**src/hw/lockstep_config.svh**
```systemverilog
// LOCKSTEP_OFFSET must be 2 or more; the integrity code is fixed at 7 check bits per 32-bit word
`ifndef LOCKSTEP_CONFIG_SVH
`define LOCKSTEP_CONFIG_SVH

////////////////////
// Lockstep timing
////////////////////

// Cycles the shadow core runs behind the main core
`define LOCKSTEP_OFFSET 2

////////////////////
// Bus geometry
////////////////////

// Address and data word width
`define DATA_W 32

// Hsiao (39,32) check bits per word
`define INTG_W 7

// One enable per byte lane
`define BE_W 4

`endif

```
**src/hw/lockstep_pkg.sv**
```systemverilog
// Counter width follows the LOCKSTEP_OFFSET macro; masks are valid only for 32-bit data words
`include "lockstep_config.svh"

package lockstep_pkg;

  typedef logic [`DATA_W-1:0] word_t;
  typedef logic [`INTG_W-1:0] intg_t;
  typedef logic [`BE_W-1:0]   be_t;

  // Must reach LOCKSTEP_OFFSET-1
  typedef logic [$clog2(`LOCKSTEP_OFFSET+1)-1:0] offset_cnt_t;

  // Bit 0 releases the shadow reset, bit 1 enables comparison
  typedef enum logic [1:0] {
    SEQ_HOLD    = 2'b00,
    SEQ_RELEASE = 2'b01,
    SEQ_COMPARE = 2'b11
  } seq_state_e;

  ////////////////////
  // Integrity masks
  ////////////////////

  // Check bit k is the XOR of the data bits picked by mask k
  localparam word_t [`INTG_W-1:0] INTG_MASK = {
    32'h98505586,
    32'h2DCC624C,
    32'hC2C1323B,
    32'h31234ED1,
    32'h413D89AA,
    32'hDEBA8050,
    32'h2606BD25
  };

endpackage

```
**src/hw/resp_tap_if.sv**
```systemverilog
// Read responses here lag the bus by one cycle and carry no check bits
`timescale 1ns/10ps

interface resp_tap_if;
  import lockstep_pkg::*;

  logic  instr_rvalid;
  word_t instr_rdata;
  logic  data_rvalid;
  word_t data_rdata;

  // Newest delay-line stage
  modport tap (
    output instr_rvalid,
    output instr_rdata,
    output data_rvalid,
    output data_rdata
  );

  // Read-only view for the integrity check
  modport chk (
    input instr_rvalid,
    input instr_rdata,
    input data_rvalid,
    input data_rdata
  );

endinterface

```
**src/hw/bus_intg_check.sv**
```systemverilog
// Any nonzero syndrome counts as an error; single and double bit faults are not told apart
`timescale 1ns/10ps

module bus_intg_check (
  input  logic                clk_i,
  input  logic                rst_ni,
  input  lockstep_pkg::intg_t instr_rdata_intg_i,
  input  lockstep_pkg::intg_t data_rdata_intg_i,
  resp_tap_if.chk             resp,
  input  lockstep_pkg::word_t data_wdata_i,
  output lockstep_pkg::intg_t data_wdata_intg_o,
  output logic                intg_err_o
);
  import lockstep_pkg::*;

  intg_t instr_intg_q, data_intg_q;
  logic  instr_mismatch, data_mismatch;

  // Hsiao parity of one word
  function automatic intg_t calc_intg(word_t data);
    intg_t intg;
    for (int k = 0; k < $bits(intg_t); k++) begin
      intg[k] = ^(data & INTG_MASK[k]);
    end
    return intg;
  endfunction

  ////////////////////
  // Read check
  ////////////////////

  // One stage, same as the tap
  always_ff @(posedge clk_i or negedge rst_ni) begin
    if (!rst_ni) begin
      instr_intg_q <= '0;
      data_intg_q  <= '0;
    end else begin
      instr_intg_q <= instr_rdata_intg_i;
      data_intg_q  <= data_rdata_intg_i;
    end
  end

  assign instr_mismatch = (calc_intg(resp.instr_rdata) != instr_intg_q);
  assign data_mismatch  = (calc_intg(resp.data_rdata) != data_intg_q);

  // Only qualified responses count
  assign intg_err_o = (resp.instr_rvalid & instr_mismatch) |
                      (resp.data_rvalid & data_mismatch);

  ////////////////////
  // Write generation
  ////////////////////

  assign data_wdata_intg_o = calc_intg(data_wdata_i);

endmodule

```
**src/hw/input_delay_line.sv**
```systemverilog
// Shadow inputs lag by LOCKSTEP_OFFSET cycles and are all low out of reset; no back-pressure
`timescale 1ns/10ps
`include "lockstep_config.svh"

module input_delay_line #(
  parameter int unsigned LOCKSTEP_OFFSET = `LOCKSTEP_OFFSET
) (
  input  logic                clk_i,
  input  logic                rst_ni,
  input  logic                instr_gnt_i,
  input  logic                instr_rvalid_i,
  input  logic                instr_err_i,
  input  lockstep_pkg::word_t instr_rdata_i,
  input  logic                data_gnt_i,
  input  logic                data_rvalid_i,
  input  logic                data_err_i,
  input  lockstep_pkg::word_t data_rdata_i,
  input  logic                irq_software_i,
  input  logic                irq_timer_i,
  input  logic                irq_external_i,
  input  logic                irq_nm_i,
  input  logic                debug_req_i,
  input  logic                fetch_enable_i,
  output logic                shadow_instr_gnt_o,
  output logic                shadow_instr_rvalid_o,
  output logic                shadow_instr_err_o,
  output lockstep_pkg::word_t shadow_instr_rdata_o,
  output logic                shadow_data_gnt_o,
  output logic                shadow_data_rvalid_o,
  output logic                shadow_data_err_o,
  output lockstep_pkg::word_t shadow_data_rdata_o,
  output logic                shadow_irq_software_o,
  output logic                shadow_irq_timer_o,
  output logic                shadow_irq_external_o,
  output logic                shadow_irq_nm_o,
  output logic                shadow_debug_req_o,
  output logic                shadow_fetch_enable_o,
  resp_tap_if.tap             tap
);
  import lockstep_pkg::*;

  typedef struct packed {
    logic  instr_gnt;
    logic  instr_rvalid;
    logic  instr_err;
    word_t instr_rdata;
    logic  data_gnt;
    logic  data_rvalid;
    logic  data_err;
    word_t data_rdata;
    logic  irq_software;
    logic  irq_timer;
    logic  irq_external;
    logic  irq_nm;
    logic  debug_req;
    logic  fetch_enable;
  } in_bundle_t;

  in_bundle_t                       bundle_in;
  // Index LOCKSTEP_OFFSET-1 is the newest stage, 0 the oldest
  in_bundle_t [LOCKSTEP_OFFSET-1:0] stage_q;

  assign bundle_in = {instr_gnt_i, instr_rvalid_i, instr_err_i, instr_rdata_i,
                      data_gnt_i, data_rvalid_i, data_err_i, data_rdata_i,
                      irq_software_i, irq_timer_i, irq_external_i, irq_nm_i,
                      debug_req_i, fetch_enable_i};

  always_ff @(posedge clk_i or negedge rst_ni) begin
    if (!rst_ni) begin
      stage_q <= '0;
    end else begin
      for (int unsigned i = 0; i < LOCKSTEP_OFFSET - 1; i++) begin
        stage_q[i] <= stage_q[i+1];
      end
      stage_q[LOCKSTEP_OFFSET-1] <= bundle_in;
    end
  end

  assign {shadow_instr_gnt_o, shadow_instr_rvalid_o, shadow_instr_err_o, shadow_instr_rdata_o,
          shadow_data_gnt_o, shadow_data_rvalid_o, shadow_data_err_o, shadow_data_rdata_o,
          shadow_irq_software_o, shadow_irq_timer_o, shadow_irq_external_o, shadow_irq_nm_o,
          shadow_debug_req_o, shadow_fetch_enable_o} = stage_q[0];

  // Newest stage lines up with the registered check bits
  assign tap.instr_rvalid = stage_q[LOCKSTEP_OFFSET-1].instr_rvalid;
  assign tap.instr_rdata  = stage_q[LOCKSTEP_OFFSET-1].instr_rdata;
  assign tap.data_rvalid  = stage_q[LOCKSTEP_OFFSET-1].data_rvalid;
  assign tap.data_rdata   = stage_q[LOCKSTEP_OFFSET-1].data_rdata;

endmodule

```
**src/hw/lockstep_top.sv**
```systemverilog
// Shadow core sits outside; its requests must be driven LOCKSTEP_OFFSET cycles behind the main core
`timescale 1ns/10ps
`include "lockstep_config.svh"

module lockstep_top #(
  parameter int unsigned LOCKSTEP_OFFSET = `LOCKSTEP_OFFSET
) (
  input  logic                clk_i,
  input  logic                rst_ni,
  // Main core requests
  input  logic                instr_req_i,
  input  lockstep_pkg::word_t instr_addr_i,
  input  logic                data_req_i,
  input  logic                data_we_i,
  input  lockstep_pkg::be_t   data_be_i,
  input  lockstep_pkg::word_t data_addr_i,
  input  lockstep_pkg::word_t data_wdata_i,
  output lockstep_pkg::intg_t data_wdata_intg_o,
  input  logic                irq_pending_i,
  input  logic                busy_i,
  // Main core responses
  input  logic                instr_gnt_i,
  input  logic                instr_rvalid_i,
  input  logic                instr_err_i,
  input  lockstep_pkg::word_t instr_rdata_i,
  input  lockstep_pkg::intg_t instr_rdata_intg_i,
  input  logic                data_gnt_i,
  input  logic                data_rvalid_i,
  input  logic                data_err_i,
  input  lockstep_pkg::word_t data_rdata_i,
  input  lockstep_pkg::intg_t data_rdata_intg_i,
  input  logic                irq_software_i,
  input  logic                irq_timer_i,
  input  logic                irq_external_i,
  input  logic                irq_nm_i,
  input  logic                debug_req_i,
  input  logic                fetch_enable_i,
  // Shadow core side
  output logic                shadow_rst_no,
  output logic                shadow_instr_gnt_o,
  output logic                shadow_instr_rvalid_o,
  output logic                shadow_instr_err_o,
  output lockstep_pkg::word_t shadow_instr_rdata_o,
  output logic                shadow_data_gnt_o,
  output logic                shadow_data_rvalid_o,
  output logic                shadow_data_err_o,
  output lockstep_pkg::word_t shadow_data_rdata_o,
  output logic                shadow_irq_software_o,
  output logic                shadow_irq_timer_o,
  output logic                shadow_irq_external_o,
  output logic                shadow_irq_nm_o,
  output logic                shadow_debug_req_o,
  output logic                shadow_fetch_enable_o,
  input  logic                shadow_instr_req_i,
  input  lockstep_pkg::word_t shadow_instr_addr_i,
  input  logic                shadow_data_req_i,
  input  logic                shadow_data_we_i,
  input  lockstep_pkg::be_t   shadow_data_be_i,
  input  lockstep_pkg::word_t shadow_data_addr_i,
  input  lockstep_pkg::word_t shadow_data_wdata_i,
  input  logic                shadow_irq_pending_i,
  input  logic                shadow_busy_i,
  input  logic                shadow_alert_minor_i,
  input  logic                shadow_alert_major_i,
  // Alerts
  output logic                alert_minor_o,
  output logic                alert_major_o
);

  logic cmp_en;
  logic mismatch;
  logic intg_err;

  resp_tap_if resp_tap ();

  shadow_reset_seq #(
    .LOCKSTEP_OFFSET (LOCKSTEP_OFFSET)
  ) u_reset_seq (
    .clk_i         (clk_i),
    .rst_ni        (rst_ni),
    .shadow_rst_no (shadow_rst_no),
    .cmp_en_o      (cmp_en)
  );

  input_delay_line #(
    .LOCKSTEP_OFFSET (LOCKSTEP_OFFSET)
  ) u_input_delay (
    .clk_i                 (clk_i),
    .rst_ni                (rst_ni),
    .instr_gnt_i           (instr_gnt_i),
    .instr_rvalid_i        (instr_rvalid_i),
    .instr_err_i           (instr_err_i),
    .instr_rdata_i         (instr_rdata_i),
    .data_gnt_i            (data_gnt_i),
    .data_rvalid_i         (data_rvalid_i),
    .data_err_i            (data_err_i),
    .data_rdata_i          (data_rdata_i),
    .irq_software_i        (irq_software_i),
    .irq_timer_i           (irq_timer_i),
    .irq_external_i        (irq_external_i),
    .irq_nm_i              (irq_nm_i),
    .debug_req_i           (debug_req_i),
    .fetch_enable_i        (fetch_enable_i),
    .shadow_instr_gnt_o    (shadow_instr_gnt_o),
    .shadow_instr_rvalid_o (shadow_instr_rvalid_o),
    .shadow_instr_err_o    (shadow_instr_err_o),
    .shadow_instr_rdata_o  (shadow_instr_rdata_o),
    .shadow_data_gnt_o     (shadow_data_gnt_o),
    .shadow_data_rvalid_o  (shadow_data_rvalid_o),
    .shadow_data_err_o     (shadow_data_err_o),
    .shadow_data_rdata_o   (shadow_data_rdata_o),
    .shadow_irq_software_o (shadow_irq_software_o),
    .shadow_irq_timer_o    (shadow_irq_timer_o),
    .shadow_irq_external_o (shadow_irq_external_o),
    .shadow_irq_nm_o       (shadow_irq_nm_o),
    .shadow_debug_req_o    (shadow_debug_req_o),
    .shadow_fetch_enable_o (shadow_fetch_enable_o),
    .tap                   (resp_tap.tap)
  );

  bus_intg_check u_intg_check (
    .clk_i              (clk_i),
    .rst_ni             (rst_ni),
    .instr_rdata_intg_i (instr_rdata_intg_i),
    .data_rdata_intg_i  (data_rdata_intg_i),
    .resp               (resp_tap.chk),
    .data_wdata_i       (data_wdata_i),
    .data_wdata_intg_o  (data_wdata_intg_o),
    .intg_err_o         (intg_err)
  );

  output_compare #(
    .LOCKSTEP_OFFSET (LOCKSTEP_OFFSET)
  ) u_output_compare (
    .clk_i                (clk_i),
    .rst_ni               (rst_ni),
    .cmp_en_i             (cmp_en),
    .core_instr_req_i     (instr_req_i),
    .core_instr_addr_i    (instr_addr_i),
    .core_data_req_i      (data_req_i),
    .core_data_we_i       (data_we_i),
    .core_data_be_i       (data_be_i),
    .core_data_addr_i     (data_addr_i),
    .core_data_wdata_i    (data_wdata_i),
    .core_irq_pending_i   (irq_pending_i),
    .core_busy_i          (busy_i),
    .shadow_instr_req_i   (shadow_instr_req_i),
    .shadow_instr_addr_i  (shadow_instr_addr_i),
    .shadow_data_req_i    (shadow_data_req_i),
    .shadow_data_we_i     (shadow_data_we_i),
    .shadow_data_be_i     (shadow_data_be_i),
    .shadow_data_addr_i   (shadow_data_addr_i),
    .shadow_data_wdata_i  (shadow_data_wdata_i),
    .shadow_irq_pending_i (shadow_irq_pending_i),
    .shadow_busy_i        (shadow_busy_i),
    .mismatch_o           (mismatch)
  );

  // Any divergence, bus corruption or shadow fault is fatal
  assign alert_major_o = mismatch | intg_err | shadow_alert_major_i;
  assign alert_minor_o = shadow_alert_minor_i;

endmodule

```
**src/hw/output_compare.sv**
```systemverilog
// Main requests are delayed LOCKSTEP_OFFSET+1 cycles; early stages hold X until cmp_en_i rises
`timescale 1ns/10ps
`include "lockstep_config.svh"

module output_compare #(
  parameter int unsigned LOCKSTEP_OFFSET = `LOCKSTEP_OFFSET
) (
  input  logic                clk_i,
  input  logic                rst_ni,
  input  logic                cmp_en_i,
  input  logic                core_instr_req_i,
  input  lockstep_pkg::word_t core_instr_addr_i,
  input  logic                core_data_req_i,
  input  logic                core_data_we_i,
  input  lockstep_pkg::be_t   core_data_be_i,
  input  lockstep_pkg::word_t core_data_addr_i,
  input  lockstep_pkg::word_t core_data_wdata_i,
  input  logic                core_irq_pending_i,
  input  logic                core_busy_i,
  input  logic                shadow_instr_req_i,
  input  lockstep_pkg::word_t shadow_instr_addr_i,
  input  logic                shadow_data_req_i,
  input  logic                shadow_data_we_i,
  input  lockstep_pkg::be_t   shadow_data_be_i,
  input  lockstep_pkg::word_t shadow_data_addr_i,
  input  lockstep_pkg::word_t shadow_data_wdata_i,
  input  logic                shadow_irq_pending_i,
  input  logic                shadow_busy_i,
  output logic                mismatch_o
);
  import lockstep_pkg::*;

  // One extra stage matches the shadow output register
  localparam int unsigned CoreStages = LOCKSTEP_OFFSET + 1;

  typedef struct packed {
    logic  instr_req;
    word_t instr_addr;
    logic  data_req;
    logic  data_we;
    be_t   data_be;
    word_t data_addr;
    word_t data_wdata;
    logic  irq_pending;
    logic  busy;
  } req_bundle_t;

  req_bundle_t                  core_in, shadow_in, shadow_q;
  req_bundle_t [CoreStages-1:0] core_q;

  assign core_in = {core_instr_req_i, core_instr_addr_i, core_data_req_i, core_data_we_i,
                    core_data_be_i, core_data_addr_i, core_data_wdata_i,
                    core_irq_pending_i, core_busy_i};

  assign shadow_in = {shadow_instr_req_i, shadow_instr_addr_i, shadow_data_req_i,
                      shadow_data_we_i, shadow_data_be_i, shadow_data_addr_i,
                      shadow_data_wdata_i, shadow_irq_pending_i, shadow_busy_i};

  always_ff @(posedge clk_i) begin
    for (int unsigned i = 0; i < CoreStages - 1; i++) begin
      core_q[i] <= core_q[i+1];
    end
    core_q[CoreStages-1] <= core_in;
  end

  always_ff @(posedge clk_i or negedge rst_ni) begin
    if (!rst_ni) begin
      shadow_q <= '0;
    end else begin
      shadow_q <= shadow_in;
    end
  end

  assign mismatch_o = cmp_en_i & (shadow_q != core_q[0]);

  // Unfilled delay stages must never reach an enabled comparison
  core_filled_a : assert property (@(posedge clk_i) disable iff (!rst_ni)
    cmp_en_i |-> !$isunknown(core_q[0]));

endmodule

```
**src/hw/shadow_reset_seq.sv**
```systemverilog
// LOCKSTEP_OFFSET must be at least 2 and fit offset_cnt_t; comparison starts one cycle after release
`timescale 1ns/10ps
`include "lockstep_config.svh"

module shadow_reset_seq #(
  parameter int unsigned LOCKSTEP_OFFSET = `LOCKSTEP_OFFSET
) (
  input  logic clk_i,
  input  logic rst_ni,
  output logic shadow_rst_no,
  output logic cmp_en_o
);
  import lockstep_pkg::*;

  seq_state_e  state_d, state_q;
  offset_cnt_t cnt_d, cnt_q;
  logic        cnt_done;

  if (LOCKSTEP_OFFSET < 2 || LOCKSTEP_OFFSET > 2**$bits(offset_cnt_t)) begin : g_offset_check
    $error("LOCKSTEP_OFFSET is below 2 or too large for offset_cnt_t");
  end

  assign cnt_done = (cnt_q == offset_cnt_t'(LOCKSTEP_OFFSET - 1));

  always_comb begin
    state_d = state_q;
    cnt_d   = cnt_q;
    case (state_q)
      SEQ_HOLD: begin
        if (cnt_done) begin
          state_d = SEQ_RELEASE;
        end else begin
          cnt_d = cnt_q + offset_cnt_t'(1);
        end
      end
      SEQ_RELEASE: state_d = SEQ_COMPARE;
      SEQ_COMPARE: state_d = SEQ_COMPARE;
      default:     state_d = SEQ_HOLD;
    endcase
  end

  always_ff @(posedge clk_i or negedge rst_ni) begin
    if (!rst_ni) begin
      state_q <= SEQ_HOLD;
      cnt_q   <= '0;
    end else begin
      state_q <= state_d;
      cnt_q   <= cnt_d;
    end
  end

  // Straight from the state register, no decode glitches
  assign shadow_rst_no = (state_q != SEQ_HOLD);
  assign cmp_en_o      = (state_q == SEQ_COMPARE);

  // Shadow must already be out of reset when comparison turns on
  cmp_after_release_a : assert property (@(posedge clk_i) disable iff (!rst_ni)
    $rose(cmp_en_o) |-> $past(shadow_rst_no));

endmodule

```
**config.mk**
```make
export PLATFORM = sky130hd
export DESIGN_NAME = lockstep_top
export DESIGN_NICKNAME = d
export VERILOG_FILES = /design/src/hw/lockstep_pkg.sv /design/src/hw/resp_tap_if.sv /design/src/hw/bus_intg_check.sv /design/src/hw/input_delay_line.sv /design/src/hw/lockstep_top.sv /design/src/hw/output_compare.sv /design/src/hw/shadow_reset_seq.sv
export VERILOG_INCLUDE_DIRS = /design/src /design/src/hw
export SDC_FILE = /design/constraint.sdc
export NUM_CORES = 1
export LEC_CHECK = 0
export BUFFER_PORTS_ARGS = -buffer_cell sky130_fd_sc_hd__buf_2
export CAP_MARGIN = 15
export CORE_UTILIZATION = 53
export DETAILED_ROUTE_END_ITERATION = 12
export PLACE_DENSITY = 0.77
export SETUP_SLACK_MARGIN = 0.3
export SYNTH_ARGS = -nofsm -noshare
export SYNTH_HDL_FRONTEND = slang
export SYNTH_HIERARCHICAL = 1
export SYNTH_SLANG_ARGS = --single-unit
export TNS_END_PERCENT = 30
```
**constraint.sdc**
```tcl
create_clock -name clk_i -period 3.7 [get_ports clk_i]
set_clock_uncertainty 0.1 [all_clocks]
set_input_delay 0.74 -clock clk_i [delete_from_list [all_inputs] [get_ports clk_i]]
set_output_delay 0.74 -clock clk_i [all_outputs]
set_load 0.1 [all_outputs]
```
# Word-level counts from Yosys, hierarchy flattened
# Cells that the tools add are included.
# word_totals
reg_bits,590
output_inout_bits,86
word_cells,110
# op_classes
n_addsub,1
n_eq_ne,7
n_mux,2
bitwise,7
reduce_logical,25
# op_table
operator,count
$reduce_xor 32->1,21
$ne 105x105->1,1
$ne 7x7->1,2
$eq 2x1->1 const B,2
$pmux 2 s2,1
$and 1x1->1,3
$or 1x1->1,3
$add 2x1->2 const B,1
$eq 2x2->1 const B,1
$logic_not 2->1,1
$mux 2,1
$ne 2x1->1 const B,1
$reduce_and 2->1,1
$reduce_bool 2->1,1
$reduce_or 2->1,1
$not 1->1,1

# Longest topological paths before layout
# logic_depth
ltp_word,6
mapped_depth,8
mapped_depth_nobuf,7

# Modules after synthesis
# Netlist, hierarchy kept.
# modules_own_cells
module,n_inst,cells_each,area_each_um2,seq_area_each_um2
output_compare,1,561,10083.4,8933.6
input_delay_line,1,280,4764.6,3803.6
bus_intg_check,1,213,2492.4,350.3
shadow_reset_seq,1,14,173.9,100.1
lockstep_top,1,2,13.8,0.0

# Worst setup path after synthesis
# No wires, ideal clock.
# synth_path
path_kind,input port to output port
from,in data_wdata_i[17]
to,out data_wdata_intg_o[0]
arrival_ps,2951
required_time_ps,2860
setup_slack_ps,-91
stages,5
cell_sequence,xnor2_1 -> xnor2_1 -> xnor2_1 -> xnor2_1 -> xnor2_1
# synth_between
elab_chain_cells,1
# synth_rtl
item,line_no,rtl
"start, declared",lockstep_top.sv:17,"input lockstep_pkg::word_t data_wdata_i,"
$reduce_xor 32->1,bus_intg_check.sv:23,intg[k] = ^(data & INTG_MASK[k]);
"end, declared",lockstep_top.sv:18,"output lockstep_pkg::intg_t data_wdata_intg_o,"
# No other way between the ends.

# Final worst setup path
# layout_path
from,"reg u_input_delay.stage_q, in the netlist u_input_delay/tap.data_rdata[6]"
to,out alert_major_o
# layout_between
elab_chain_cells,6
elab_cells_between_ends,8
classes_between,1 x eq/ne; 4 x bitwise; 3 x reduce/logical
# layout_rtl
item,line_no,rtl
"start, declared",input_delay_line.sv:61,in_bundle_t [LOCKSTEP_OFFSET-1:0] stage_q;
"start signal, assigned by index",input_delay_line.sv:73,stage_q[i] <= stage_q[i+1];
"start signal, assigned by index",input_delay_line.sv:75,stage_q[LOCKSTEP_OFFSET-1] <= bundle_in;
$reduce_xor 32->1,bus_intg_check.sv:23,
$ne 7x7->1 (*),bus_intg_check.sv:44,assign data_mismatch = (calc_intg(resp.data_rdata) != data_intg_q);
$and 1x1->1 (*),bus_intg_check.sv:48,(resp.data_rvalid & data_mismatch);
$or 1x1->1 (*),bus_intg_check.sv:47,assign intg_err_o = (resp.instr_rvalid & instr_mismatch) |
net intg_err,lockstep_top.sv:72,logic intg_err;
$or 1x1->1 (*) (2 in series),lockstep_top.sv:160,assign alert_major_o = mismatch | intg_err | shadow_alert_major_i;
"end, declared",lockstep_top.sv:67,output logic alert_major_o
# Mark *: on every way through the listed nets, which the timed path passes. The rest lies on a longest branch.

==> qor.yml <==
logic_synthesis:
  synth_top_area_share_pct: 39.3
  postSynthAreaPerCell_um2: 16.4
  synthCells: 1070
  synth_area_mm2: 0.0175
  synth-edff-count: 0
  synth_commonest_cells: "dfxtp_1 (315), dfrtp_1 (275), xnor2_1 (224)"
  seq_area_frac_synth_pct: 75.2
  yosys.cell_types.count: 29
  synthTopCellsByArea: "dfrtp_1 (39%), dfxtp_1 (36%), xnor2_1 (11%)"
  synth_seq_cells: 590
  ys.warnings.count: 6
  synth.most_common_cell: "dfxtp_1"
  ys.flop_type: "dfxtp_1"
  synthesis.nets: 1375
  async_flop_share_pct: 46.6
  synth_top_area_cell: "dfrtp_1"
placed_design:
  dpl.hpwl_um: 22900
  port_buffers: 387
  gp_congestion: 0.839
  postPlaceCellArea_mm2: 0.0192
cells_and_area:
  fin_util_pct: 65.2
  synthToLayoutAreaGrowth_pct: 21.1
  finalInstanceArea_mm2: 0.0212
  drive_gt1_share_pct: 36.0
  fin_nets: 1702
worst_setup_path:
  start_kind: "register"
  critPathKind: "reg2out"
  cp_cell_sequence: "buf_4 -> xnor2_1 -> xnor2_1 -> xnor3_1 -> nor3_2 -> o221ai_2 -> o2bb2ai_1 -> or3_4 -> buf_12"
  path_max_fanout: 2
  cp.arrival_ns: 2.99
  critPathSlowestCell: "xnor3_1"
  cp-startpoint: "u_input_delay/tap.data_rdata[6]$_DFF_PN0_"
  cp-end-kind: "output port"
  crit_top_cell: "xnor2_1"
  critPathBufInv: 2
  critPathRequiredTime_ns: 2.86
  critPathMaxStageDelay_ns: 0.46
  crit_family: "XOR/XNOR gates"
  reg2reg_from: "u_reset_seq/cnt_q[0]$_DFFE_PN0P_"
clock_tree:
  clk_pin_slew_ns: 0.06
  worstSkewPairLatency_ns: 0.56
  cts-root-buf: "clkbuf_16"
  cts_tree: "done"
  cts_buffer_depth: 3
  htree_levels: 2
  cts_made_buffers: 54
  cts.sinks: 590
flow_run:
  cap_violations: 0
global_route:
  grt_pass1_vias: 8890
  antenna_found_initial: 13
  track_usage_pct: 18.9
  grt_overflow_total: 0
  grt_pass1_wl_um: 47900
  grt_max_degree: 95
die:
  die_h_um: 184
  ios: 390
  die_area_mm2: 0.0338
  rows: 66
  fp.coreArea_mm2: 0.0325
  initial_utilization_pct: 53.9
  die_x_um: 184
power_and_ir_drop:
  p_leak_nw: 9.61
  peakVddDrop_v: 0.000928
  power.density_mw_per_mm2: 676
  finalPower_mw: 14.3
timing:
  slew_headroom_pct: 53.5
  final_max_slew_viol_count: 0
  finalSetupViolations: 1
  rsz0062_at_grt: "yes"
  hold_viol_final: 0
  setup_ws_ns: -0.130
  period_share_pct: 104
  min_period_ns: 3.83
  fmax_ghz: 0.261
  worst_slew_pin_slew_ns: 0.691
routing:
  avgViaCountPerCell: 4.37
  vias: 8284
  wirelength_um: 31600
  drtIter0Drc: 248
  routedWlPerCell_um: 16.7
  firstDrtPassIters: 4
  drc: 0
  ant_nets: 0
outcome:
  failed_checks: "negative setup slack"
  outcome: "complete, but fails checks"
worst_hold_path:
  hold_class: "in2async"
[layer usage]
metal,GRT usage [%],wire [µm]
met1,22.6,12500
met2,32.6,15800
met3,5.63,2440
met4,6.57,741
met5,0,86
[logic make-up (layout without fill, tap and decap cells)]
group                    Yosys count  count (layout)  synth area share (%)
flip-flops                       590             590                  75.2
XOR/XNOR                         293             293                  17.1
buffers and inverters            133             506                  5.61
AND/OR/NAND/NOR                   47              47                  1.69
AO/OA/AOI/OAI                      5               5                 0.264
adder cells (fa/ha/maj)            1               1                0.0714
multiplexers                       1               1                0.0571
other                              0               9                     0
[final timing paths]
| path | end | slack, ns | cells after the start |
|---|---|---|---|
| worst max-delay path | alert_major_o | -0.13 | 9 |
| worst min-delay path | u_input_delay/tap.data_rdata[17]$_DFF_PN0_ | 0.12 | 1 |
| worst max register to register | u_reset_seq/cnt_q[1]$_DFFE_PN0P_ | 2.47 | 3 |
| worst min register to register | u_output_compare/core_q[72]$_DFF_P_ | 0.22 | 0 |
| max in group asynchronous | u_input_delay/shadow_instr_err_o$_DFF_PN0_ | 2.57 | 2 |
| min in group clk_i | u_output_compare/core_q[247]$_DFF_P_ | 0.17 | 1 |
[what timing repair did]
item,in CTS,in global routing
resized for setup,20,1
pin swaps,13,0
hold buffers,0,0
buffers inserted,6,0
cloned,0,0
endpoints found under the setup margin,1,1
[report_power, final]
part / switching (mW) / internal (mW) / leakage (nW)
Sequential: 0.146 / 6.73 / 5.86
Combinational: 1.21 / 0.692 / 2.84
Clock: 2.28 / 3.28 / 0.916
Total: 3.64 / 10.7 / 9.61
[state kept, by name, summed over array words and instances, names as in the netlist, 2 cells and up]
signal / flops
u_input_delay/tap.instr_rdata: 32
u_output_compare/core_q: 315
u_input_delay/shadow_data_rdata_o: 32
u_intg_check/data_intg_q: 7
u_reset_seq/state_q: 2
u_input_delay/shadow_instr_rdata_o: 32
u_input_delay/tap.data_rdata: 32
u_intg_check/instr_intg_q: 7
u_reset_seq/cnt_q: 2
u_input_delay/stage_q: 10
u_output_compare/shadow_q: 105
[layout by cell type, fill, tap and decap left out, types with 3 or more instances in the layout]
master,Yosys,routed
nor3_2,1,3
dfxtp_1,315,315
clkinv_2,0,10
clkbuf_1,1,10
xnor2_2,0,11
inv_1,3,3
dfrtp_1,275,275
buf_2,0,385
xnor2_1,224,213
bufinv_16,0,3
nor3_1,5,3
xor2_1,39,37
buf_4,129,11
xnor3_1,26,26
clkbuf_16,0,56
diode_2,0,9
clkbuf_8,0,14
clkinvlp_4,0,3
nand4_1,24,24
nor4_1,8,6
nor4_2,1,3
buf_12,0,4
clkinv_4,0,3
[through the flow]
step	setup TNS (ns)	worst slack (ns)	hold WS, ns	cells
5_1_grt	-0.308	-0.308	0.145	1890
3_3_place_gp	-0.0237	-0.0237	0.210	1777
3_5_place_dp	-0.0287	-0.0287	0.212	1777
2_1_floorplan	-0.00390	-0.00390	0.210	1070
4_1_cts	-0.148	-0.148	0.103	1885
6_report	-0.130	-0.130	0.118	1894
[area by class of cell]
cell class              count  area, µm²
multi-input cells         347       3490
clock inverters            22        226
diodes                      9       22.5
flip-flops and latches    590      13200
repair buffers            401       2100
fillers                  2314      11300
well taps                 442        553
clock buffers              80       1630
inverters                   3       11.3
Power figures use the tool's default switching activity.
